**config.mk**
```make
export PLATFORM = sky130hd
export DESIGN_NAME = mod_inv_top
export DESIGN_NICKNAME = d
export VERILOG_FILES = /design/src/verilog/inv_pkg.sv /design/src/verilog/uv_reducer.sv /design/src/verilog/coef_tracker.sv /design/src/verilog/inv_result.sv /design/src/verilog/mod_inv_top.sv
export VERILOG_INCLUDE_DIRS = /design/src /design/src/verilog
export SDC_FILE = /design/constraint.sdc
export NUM_CORES = 2
export LEC_CHECK = 0
export BUFFER_PORTS_ARGS = -buffer_cell sky130_fd_sc_hd__buf_2
export CORE_ASPECT_RATIO = 0.75
export CORE_MARGIN = 2
export CORE_UTILIZATION = 45
export DETAILED_ROUTE_END_ITERATION = 8
export HOLD_SLACK_MARGIN = 0.12
export PLACE_DENSITY = 0.59
export SYNTH_ARGS = -nofsm -noshare
export SYNTH_HDL_FRONTEND = slang
export SYNTH_SLANG_ARGS = --single-unit
export TNS_END_PERCENT = 20
```
**constraint.sdc**
```tcl
create_clock -name clk -period 10.9 [get_ports clk]
set_clock_uncertainty 0.2 [all_clocks]
set_input_delay 0.545 -clock clk [delete_from_list [all_inputs] [get_ports clk]]
set_output_delay 0.545 -clock clk [all_outputs]
set_load 0.05 [all_outputs]
```
**src/verilog/inv_params.svh**
```systemverilog
`ifndef INV_PARAMS_SVH
`define INV_PARAMS_SVH

//////////////////////////////
// word sizes
//////////////////////////////

// operand and modulus width, 256 also works
`define INV_WIDTH 64

// signed coefficient width, two guard bits above the word
`define INV_COEF_WIDTH (`INV_WIDTH + 2)

//////////////////////////////
// step limits
//////////////////////////////

// each step removes at least one bit from u*v, plus some slack
`define INV_MAX_STEPS (2 * `INV_WIDTH + 4)

`endif

```
**src/verilog/inv_pkg.sv**
```systemverilog
`include "inv_params.svh"

package inv_pkg;

    typedef logic [`INV_WIDTH-1:0]             word_t;
    typedef logic signed [`INV_COEF_WIDTH-1:0] coef_t;  // x1/x2, modulo p with guard bits

    // one reduction step, the coefficient side mirrors it
    typedef enum logic [2:0] {
        OP_NONE,
        OP_HALVE_U,
        OP_QUARTER_U,
        OP_HALVE_V,
        OP_QUARTER_V,
        OP_SUB_U,       // u <= (u - v) / 2
        OP_SUB_V        // v <= (v - u) / 2
    } step_op_e;

    typedef enum logic {
        ST_IDLE,
        ST_RUN
    } inv_state_e;

    typedef struct packed {
        word_t a;   // operand, sampled on start
        word_t p;   // odd modulus, held until done
    } inv_req_t;

    typedef struct packed {
        step_op_e op;
        logic     load;     // first cycle after start
    } step_t;

    typedef struct packed {
        logic valid;        // one-cycle pulse
        logic u_side;       // u reached 1, else v did
    } finish_t;

endpackage

```
**src/verilog/uv_reducer.sv**
```systemverilog
`timescale 1ns/1ps
`include "inv_params.svh"

module uv_reducer
    import inv_pkg::*;
(
    input  logic     clk,
    input  logic     rstn,
    input  logic     start,     // also abandons a running operation
    input  inv_req_t req,
    output step_t    step,      // registered, coefficients follow one cycle later
    output finish_t  finish,
    output logic     busy
);

    inv_state_e state;
    word_t      u;
    word_t      v;
    word_t      u_next;
    word_t      v_next;
    step_op_e   op_sel;
    logic       u_is_one;
    logic       v_is_one;
    logic [$clog2(`INV_MAX_STEPS + 2)-1:0] run_cnt;   // cycles spent in ST_RUN

    assign u_is_one = (u == word_t'(1));
    assign v_is_one = (v == word_t'(1));

    //////////////////////////////
    // step decision
    //////////////////////////////

    always_comb begin
        op_sel = OP_NONE;
        if (u_is_one || v_is_one) begin
            op_sel = OP_NONE;                               // finished, hold
        end else if (!u[0]) begin
            op_sel = u[1] ? OP_HALVE_U : OP_QUARTER_U;      // 10 halves, 00 quarters
        end else if (!v[0]) begin
            op_sel = v[1] ? OP_HALVE_V : OP_QUARTER_V;
        end else if (u >= v) begin
            op_sel = OP_SUB_U;                              // tie goes to u
        end else begin
            op_sel = OP_SUB_V;
        end
    end

    always_comb begin
        u_next = u;
        v_next = v;
        case (op_sel)
            OP_HALVE_U:   u_next = u >> 1;
            OP_QUARTER_U: u_next = u >> 2;
            OP_HALVE_V:   v_next = v >> 1;
            OP_QUARTER_V: v_next = v >> 2;
            OP_SUB_U:     u_next = (u - v) >> 1;    // both odd, difference is even
            OP_SUB_V:     v_next = (v - u) >> 1;
            default:      ;
        endcase
    end

    //////////////////////////////
    // state and outputs
    //////////////////////////////

    always_ff @(posedge clk or negedge rstn) begin
        if (!rstn) begin
            state  <= ST_IDLE;
            step   <= '{op: OP_NONE, load: 1'b0};
            finish <= '{valid: 1'b0, u_side: 1'b0};
        end else if (start) begin
            state  <= ST_RUN;
            step   <= '{op: OP_NONE, load: 1'b1};   // coefficients reload next edge
            finish <= '{valid: 1'b0, u_side: 1'b0};
        end else if (state == ST_RUN) begin
            step <= '{op: op_sel, load: 1'b0};
            if (u_is_one || v_is_one) begin
                state  <= ST_IDLE;
                finish <= '{valid: 1'b1, u_side: u_is_one};
            end else begin
                finish.valid <= 1'b0;
            end
        end else begin
            step         <= '{op: OP_NONE, load: 1'b0};
            finish.valid <= 1'b0;
        end
    end

    always_ff @(posedge clk) begin
        if (start) begin
            u <= req.a;
            v <= req.p;
        end else if (state == ST_RUN) begin
            u <= u_next;
            v <= v_next;
        end
    end

    always_ff @(posedge clk or negedge rstn) begin
        if (!rstn) begin
            run_cnt <= '0;
        end else if (start) begin
            run_cnt <= '0;
        end else if (state == ST_RUN) begin
            run_cnt <= run_cnt + 1'b1;
        end
    end

    assign busy = (state == ST_RUN) || finish.valid;    // drops in the done cycle

    // coefficient side must see no step once the loop has stopped
    a_idle_no_step: assert property (@(posedge clk) disable iff (!rstn)
        (state == ST_IDLE) |-> (step.op == OP_NONE));

    // p is odd and every step keeps one side odd
    a_one_odd: assert property (@(posedge clk) disable iff (!rstn)
        (state == ST_RUN) |-> (u[0] || v[0]));

    a_run_bounded: assert property (@(posedge clk) disable iff (!rstn)
        (state == ST_RUN) |-> (run_cnt <= `INV_MAX_STEPS));

endmodule

```
**src/verilog/coef_tracker.sv**
```systemverilog
`timescale 1ns/1ps
`include "inv_params.svh"

module coef_tracker
    import inv_pkg::*;
(
    input  logic  clk,
    input  logic  rstn,
    input  step_t step,
    input  word_t p,
    output coef_t x1,
    output coef_t x2
);

    coef_t p_ext;
    coef_t p_half;      // floor(p/2)
    coef_t p_quarter;   // floor(p/4)
    coef_t x1_next;
    coef_t x2_next;

    assign p_ext     = {{(`INV_COEF_WIDTH - `INV_WIDTH){1'b0}}, p};
    assign p_half    = p_ext >>> 1;
    assign p_quarter = p_ext >>> 2;

    //////////////////////////////
    // modular shifts
    //////////////////////////////

    // x/2 mod p, odd x gets (p+1)/2 added after the shift
    function automatic coef_t half_mod(input coef_t x, input coef_t ph);
        coef_t h;
        h = x >>> 1;
        if (x[0])
            h = h + ph + coef_t'(1);
        return h;
    endfunction

    // x/4 mod p, adds (r + k*p)/4 with k chosen so that r + k*p is a multiple of 4
    function automatic coef_t quarter_mod(input coef_t x, input coef_t ph,
                                          input coef_t pq, input logic p_bit1);
        coef_t q;
        coef_t c;
        q = x >>> 2;
        case (x[1:0])
            2'b00:   c = '0;
            2'b10:   c = ph + coef_t'(1);
            2'b01:   c = p_bit1 ? pq + coef_t'(1) : pq + ph + coef_t'(1);     // k = 1 or 3
            default: c = p_bit1 ? pq + ph + coef_t'(2) : pq + coef_t'(1);     // k = 3 or 1
        endcase
        return q + c;
    endfunction

    // (a - b)/2 mod p, difference folded into 0..p-1 first
    function automatic coef_t sub_half_mod(input coef_t a, input coef_t b,
                                           input coef_t pe, input coef_t ph);
        coef_t d;
        d = a - b;
        if (d[`INV_COEF_WIDTH-1])
            d = d + pe;
        return half_mod(d, ph);
    endfunction

    //////////////////////////////
    // coefficient registers
    //////////////////////////////

    always_comb begin
        x1_next = x1;
        x2_next = x2;
        case (step.op)
            OP_HALVE_U:   x1_next = half_mod(x1, p_half);
            OP_QUARTER_U: x1_next = quarter_mod(x1, p_half, p_quarter, p[1]);
            OP_HALVE_V:   x2_next = half_mod(x2, p_half);
            OP_QUARTER_V: x2_next = quarter_mod(x2, p_half, p_quarter, p[1]);
            OP_SUB_U:     x1_next = sub_half_mod(x1, x2, p_ext, p_half);
            OP_SUB_V:     x2_next = sub_half_mod(x2, x1, p_ext, p_half);
            default:      ;
        endcase
    end

    always_ff @(posedge clk or negedge rstn) begin
        if (!rstn) begin
            x1 <= coef_t'(1);
            x2 <= '0;
        end else if (step.load) begin
            x1 <= coef_t'(1);   // a*1 = u
            x2 <= '0;           // a*0 = v mod p
        end else begin
            x1 <= x1_next;
            x2 <= x2_next;
        end
    end

    // p stays stable from start to done, so the bound holds after every step
    a_coef_range: assert property (@(posedge clk) disable iff (!rstn)
        (step.op != OP_NONE) |=>
            (x1 >= -p_ext) && (x1 < (p_ext <<< 1)) &&
            (x2 >= -p_ext) && (x2 < (p_ext <<< 1)));

endmodule

```
**src/verilog/inv_result.sv**
```systemverilog
`timescale 1ns/1ps
`include "inv_params.svh"

module inv_result
    import inv_pkg::*;
(
    input  logic    clk,
    input  logic    rstn,
    input  finish_t finish,
    input  coef_t   x1,
    input  coef_t   x2,
    input  word_t   p,
    output word_t   a_inv,
    output logic    done
);

    coef_t p_ext;
    coef_t sel;
    coef_t norm;

    assign p_ext = {{(`INV_COEF_WIDTH - `INV_WIDTH){1'b0}}, p};

    //////////////////////////////
    // normalize into 0..p-1
    //////////////////////////////

    always_comb begin
        sel = finish.u_side ? x1 : x2;      // coefficient of the side that hit 1
        if (sel[`INV_COEF_WIDTH-1]) begin
            norm = sel + p_ext;             // negative
        end else if (sel >= p_ext) begin
            norm = sel - p_ext;
        end else begin
            norm = sel;
        end
    end

    always_ff @(posedge clk or negedge rstn) begin
        if (!rstn) begin
            a_inv <= '0;
            done  <= 1'b0;
        end else begin
            done <= finish.valid;
            if (finish.valid)
                a_inv <= norm[`INV_WIDTH-1:0];  // guard bits are zero here
        end
    end

    // registered result stays below the modulus
    a_result_range: assert property (@(posedge clk) disable iff (!rstn)
        done |-> (a_inv < p));

endmodule

```
**src/verilog/mod_inv_top.sv**
```systemverilog
`timescale 1ns/1ps
`include "inv_params.svh"

module mod_inv_top
    import inv_pkg::*;
(
    input  logic     clk,
    input  logic     rstn,
    input  logic     start,     // one-cycle strobe
    input  inv_req_t req,       // p held from start until done
    output word_t    a_inv,
    output logic     done,
    output logic     busy
);

    step_t   step;
    finish_t finish;
    coef_t   x1;
    coef_t   x2;

    //////////////////////////////
    // u,v loop
    //////////////////////////////

    uv_reducer i_uv_reducer (
        .clk    (clk),
        .rstn   (rstn),
        .start  (start),
        .req    (req),
        .step   (step),
        .finish (finish),
        .busy   (busy)
    );

    // mirrors each step on x1,x2 one cycle later
    coef_tracker i_coef_tracker (
        .clk  (clk),
        .rstn (rstn),
        .step (step),
        .p    (req.p),
        .x1   (x1),
        .x2   (x2)
    );

    //////////////////////////////
    // result
    //////////////////////////////

    inv_result i_inv_result (
        .clk    (clk),
        .rstn   (rstn),
        .finish (finish),
        .x1     (x1),
        .x2     (x2),
        .p      (req.p),
        .a_inv  (a_inv),
        .done   (done)
    );

endmodule

```
## After elaboration in Yosys (flattened, before gate mapping)

Index checks and enable logic that the tools add are counted.

- Register bits: 332
- Bits of input ports: 131
- Output and inout port bits: 66
- Logic and storage cells: 116

- Add/subtract/negate cells: 23
- Order comparisons: 2
- Equal/unequal tests: 20
- Multiplexer cells: 43
- Reductions and logical operators: 15

Operators by type and width:

| operator | count |
|---|---|
| $mux W66 | 15 |
| $pmux W66 S3 | 4 |
| $mux W64 | 6 |
| $pmux W64 S3 | 2 |
| $add A66 B2 Y66 const B | 5 |
| $add A65 B64 Y66 | 4 |
| $sub A64 B64 Y64 | 3 |
| $add A64 B66 Y66 | 2 |
| $add A66 B65 Y66 | 2 |
| $sub A66 B66 Y66 | 2 |
| $eq A64 B1 Y1 const B | 2 |
| $add A66 B3 Y66 const B | 1 |
| $ge A66 B65 Y1 | 1 |
| $add A62 B63 Y64 | 1 |
| $add A63 B1 Y64 const B | 1 |
| $add A64 B64 Y64 | 1 |
| $ge A64 B64 Y1 | 1 |
| $add A62 B1 Y63 const B | 1 |
| $eq A3 B3 Y1 const B | 6 |
| $reduce_bool A4 Y1 | 4 |
| $eq A3 B2 Y1 const B | 4 |
| $mux W3 | 4 |
| $reduce_and A2 Y1 | 5 |
| $mux W4 | 2 |
| 9 further kinds | 24 |

## Depth between registers and ports, before layout

- Depth after elaboration: 9
- Gate-level depth with buffers: 46
- Depth with buffers taken out: 40

## Hierarchy

A second synthesis with hierarchy kept.

- Cell total of the unflattened synthesis: 12713
- Area total of the unflattened synthesis: 88864.0 µm²

By module, submodules not included:

| module | times used | cells each | area each (µm²) | sequential area each (µm²) |
|---|---|---|---|---|
| coef_tracker | 1 | 9026 | 61076.1 | 3304.4 |
| uv_reducer | 1 | 1985 | 15760.1 | 4018.9 |
| inv_result | 1 | 1702 | 12027.8 | 1626.6 |

## Worst setup path before layout

Ideal clock, no wire load.

- Kind: register to register
- Start: register i_coef_tracker.x1[0]
- End: register i_coef_tracker.x1[61]
- Library setup time: 0.122 ns
- Data arrival time: 8.792 ns
- Path slack: 1.786 ns
- Cell stages (with the launch flop): 44
- Period minus slack after synthesis: 9.114 ns
- Cells stage by stage: dfstp_2 > clkbuf_1 > inv_1 > clkbuf_1 > buf_1 > buf_1 > ha_1 > inv_1 > fa_1 > a21o_1 > a221oi_1 > o21ai_0 > a211oi_1 > o21a_1 > o211ai_1 > a31oi_1 > o21ai_0 > xor2_1 > (+8 left out) > nor3_1 > o31ai_1 > ha_1 > clkbuf_1 > a21o_1 > a21o_1 > a21o_1 > a21oi_1 > nor2b_1 > o21ai_0 > nand2b_1 > a21oi_1 > o21ai_0 > xnor2_1 > o21ai_0 > a311oi_1 > o22ai_1 > a32o_1

- Longest elaborated chain between the ends: 9

RTL lines:

| item | RTL line | RTL |
|---|---|---|
| start: declaration | coef_tracker.sv:11 | `output coef_t x1,` |
| start signal: assignment | coef_tracker.sv:83 | `x1 <= coef_t'(1);` |
| start signal: assignment | coef_tracker.sv:86 | `x1 <= coef_t'(1);` |
| start signal: assignment | coef_tracker.sv:89 | `x1 <= x1_next;` |
| $sub A66 B66 Y66 | coef_tracker.sv:57 | `d = a - b;` |
| $add A66 B65 Y66 | coef_tracker.sv:59 | `d = d + pe;` |
| $mux W66 | coef_tracker.sv:58 | `` if (d[`INV_COEF_WIDTH-1]) `` |
| $mux W66 | coef_tracker.sv:70 | `case (step.op)` |
| $add A65 B64 Y66 | coef_tracker.sv:34 | `h = h + ph + coef_t'(1);` |
| $add A66 B2 Y66 | coef_tracker.sv:34 |  |
| $mux W66 | coef_tracker.sv:33 | `if (x[0])` |
| $pmux W66 S3 (*) | coef_tracker.sv:70 |  |
| $mux W66 (*) | coef_tracker.sv:85 | `end else if (step.load) begin` |

Mark *: on every way between the ends. The rest lies on a longest branch, timed or not. The select of a mux whose other input is x is not followed.
A chain may end at the register's enable or synchronous reset.

## Final worst setup path

- Start: register i_coef_tracker.x1[0]
- End: register i_coef_tracker.x2[63]

- Longest elaborated chain between the ends: 9

RTL lines:

| item | RTL line | RTL |
|---|---|---|
| $sub A66 B66 Y66 (*) | coef_tracker.sv:57 |  |
| $add A66 B65 Y66 | coef_tracker.sv:59 |  |
| $mux W66 (*) | coef_tracker.sv:58 |  |
| $mux W66 (*) | coef_tracker.sv:70 |  |
| $add A65 B64 Y66 | coef_tracker.sv:34 |  |
| $add A66 B2 Y66 | coef_tracker.sv:34 |  |
| $mux W66 (*) | coef_tracker.sv:33 |  |
| $pmux W66 S3 (*) | coef_tracker.sv:70 |  |
| $mux W66 (*) | coef_tracker.sv:85 |  |
| end signal: assignment | coef_tracker.sv:90 | `x2 <= x2_next;` |
| end: declaration | coef_tracker.sv:12 | `output coef_t x2` |

Marks and branches as above.

==> metrics <==
Tmin final=10880 ps; Avg WL per Cell=~33 µm; nature of the critical path startpoint=register; WP data arrival=~11000 ps; Die ar.=192300 µm²; clk buf depth=3; CTS root buffer=clkbuf_16; clock sinks=around 330; Die X-Extent=505.7 µm; PnR worst setup slack=20.01 ps; Core Footprint=188000 µm²; pre-CTS WS=101.9 ps; Synth Warn #=0; drt pass-1 iters=9; Critical Path Slowest Stage Cell=dfstp_4; worst slew pin tran=1555 ps; Total Wirelength=just under 500000 µm; Ports=197; Area Overhead vs Synth=7.093%; via count=approximately 100k; Total GRT Usage=about half; sequential share of the synthesized area=10.54%; Worst-Skew Late Latency=roughly 700 ps; Fin Setup TNS=0 ps; f_max=approximately 90 MHz; RSZ-0062 raised after global routing=false; fin crit share=99.82%; Slew Viols, Final=16; Yosys cell types=around 120; CP endpoint kind=register; Slew headroom=-4.618%; Initial Util=45.17%; run status=complete, but fails checks; first-pass GRT wire length=682400 µm; Post-synth ARST share=about three fifths; failing checks=design-rule violations, max-capacitance violations, max-slew violations; post-DP HPWL=roughly 400000 µm; Post-DRT Antenna Nets=0; row cnt=138; GPL Wtd Cong=1.126; vias in the first global route=93.40k; Crit path max-delay family=compound AO/OA/AOI/OAI gates; Hold Crit Class=input port to register; Max stage delay on crit path=620 ps; Fin. Hold Viols=0; Final setup viols=0; CP Buf/Inv Count=3; EDFF count, synth=128; Net Count, Synth=between 10k and 15k; critical path type=register to register; GR Overflow Total=0; TritonCTS clock tree=yes; Max Cap Violations=4; fraction of layout cells with a size suffix above 1=6.539%; die height=380.2 µm; largest net degree at the start of global routing=80; vias per std cell=7.121; antenna violations before repair=36; H-tree depth=2; Yosys reg bits=332; cell count after synthesis=12.24k; Post-route DRC=2; required time of the critical path=11290 ps; syn avg cell area=6.940 µm²; PortBufs=196; fin nets=13.22k; Worst-path clk slew=about 70 ps; Num CTS Buffers=45; initial DRC count=19.43k; Syn Std Cell Area=around 85000 µm²; CP Max Fanout=15; top_reg_cell synth=dfrtp_1
## repair_timing
item	in CTS	in global routing
setup endpoints to repair	0	3
gates resized for setup	0	7
hold buffers	65	0
setup buffers	0	0
endpoints found under the hold margin	118	0
## worst paths after layout
kind | slack, ps | end | cells after the start | startpoint
min in group asynchronous | 220 | i_inv_result.a_inv[14]$_DFFE_PN0P_ | 2 | rstn
worst max register to register | 20 | i_coef_tracker.x2[63]$_DFFE_PN0P_ | 38 | i_coef_tracker.x1[0]$_DFFE_PN1P_
worst max-delay path | 20 | i_coef_tracker.x2[63]$_DFFE_PN0P_ | 38 | i_coef_tracker.x1[0]$_DFFE_PN1P_
max in group asynchronous | 8020 | i_coef_tracker.x2[45]$_DFFE_PN0P_ | 4 | rstn
worst min-delay path | 170 | i_uv_reducer.v[8]$_DFFE_PP_ | 2 | start
worst min register to register | 280 | i_inv_result.a_inv[43]$_DFFE_PN0P_ | 1 | i_inv_result.a_inv[43]$_DFFE_PN0P_
## logic make-up (layout without fill, tap and decap cells)
| group | count (synthesis) | after routing | synth area share (%) |
|---|---|---|---|
| AO/OA/AOI/OAI | 4705 | 4705 | 35.71 |
| XOR/XNOR | 972 | 972 | 10.07 |
| adder cells (fa/ha/maj) | 979 | 979 | 14.55 |
| buffers and inverters | 1333 | 1238 | 5.941 |
| flip-flops | 332 | 332 | 10.54 |
| multiplexers | 228 | 228 | 2.815 |
| other | 0 | 17 | 0 |
| AND/OR/NAND/NOR | 3689 | 3689 | 20.37 |
## worst reg2reg max path: cells and delay by family, from the launching register on
family / cells / cell delay, ps
compound gates: 15 / 4240
simple gates: 12 / 2760
fa+ha+maj: 4 / 1570
flops: 1 / 620
xor+xnor: 3 / 610
buf+inv: 3 / 520
mux: 1 / 290
## Yosys cell counts, drive strengths merged (108+ instances only)
library cell | n | area (µm²)
a21oi | 1430 | 7161
nand2 | 1190 | 4474
nor2 | 1009 | 3787
ha | 964 | 12060
o21ai | 923 | 4623
xnor2 | 651 | 5717
inv | 622 | 2335
clkbuf | 621 | 2332
a21o | 564 | 4234
xor2 | 321 | 2838
nand3 | 283 | 1421
nand4 | 246 | 1554
nor3 | 211 | 1061
dfrtp | 203 | 5080
o21bai | 199 | 1498
mux2i | 162 | 1622
a31oi | 155 | 975.9
a211oi | 148 | 1134
o22ai | 144 | 900.9
edfxtp | 128 | 3844
nand2b | 124 | 775.7
nor2b | 118 | 738.2
o211ai | 109 | 837.1
and3 | 108 | 680.7
## metrics by stage
stage               hold slack, ps  cell area, µm²  util [%]  instances
floorplan                    49.41           84930         -      12240
global placement             265.0           88620     47.13      14510
detailed placement           269.7           88650     47.15      14510
CTS                          143.2           90870     48.32      14660
global route                 169.3           90920     48.36      14670
finish                       169.0           90960     48.37      14680
## cells in the final DEF, fill, tap and decap left out, types with 117 or more instances in the layout
| cell | n |
|---|---|
| a211oi_1 | 145 |
| a21o_1 | 563 |
| a21oi_1 | 1427 |
| a31oi_1 | 153 |
| buf_2 | 194 |
| buf_4 | 267 |
| dfrtp_1 | 198 |
| edfxtp_1 | 128 |
| ha_1 | 964 |
| inv_1 | 616 |
| mux2i_1 | 156 |
| nand2_1 | 1186 |
| nand2b_1 | 124 |
| nand3_1 | 282 |
| nand4_1 | 245 |
| nor2_1 | 1003 |
| nor2b_1 | 117 |
| nor3_1 | 208 |
| o21ai_0 | 863 |
| o21bai_1 | 198 |
| o22ai_1 | 144 |
| xnor2_1 | 646 |
| xor2_1 | 319 |
## routing by layer
metal  vias up  part of all wire (%)  GRT usage (%)
met3      1148                    19          26.47
met4        52                   4.6          17.54
met2      8374                    36          60.87
li1      45090                     -              -
met1     49870                    40          66.10
met5         -                  0.13         0.5208
## layout make-up
cell class / count / area, µm²
Antenna cell: 17 / 42.54
Clock buffer: 65 / 1354
Clock inverter: 19 / 207.7
Fill cell: 19140 / 97080
Inverter: 624 / 2345
Multi-Input combinational cell: 10570 / 71200
Sequential cell: 332 / 8967
Tap cell: 2520 / 3153
Timing Repair Buffer: 530 / 3684
## sequential cells by signal (all words and copies together), names as in the netlist
name,cells
i_uv_reducer.step,4
i_uv_reducer.u,64
i_coef_tracker.x2,66
i_inv_result.done,1
i_uv_reducer.v,64
i_inv_result.a_inv,64
i_uv_reducer.finish,2
i_coef_tracker.x1,66
i_uv_reducer.state,1
Power is not shown: default switching activity piles up to over one toggle a cycle in this logic, so the estimate is an artifact.
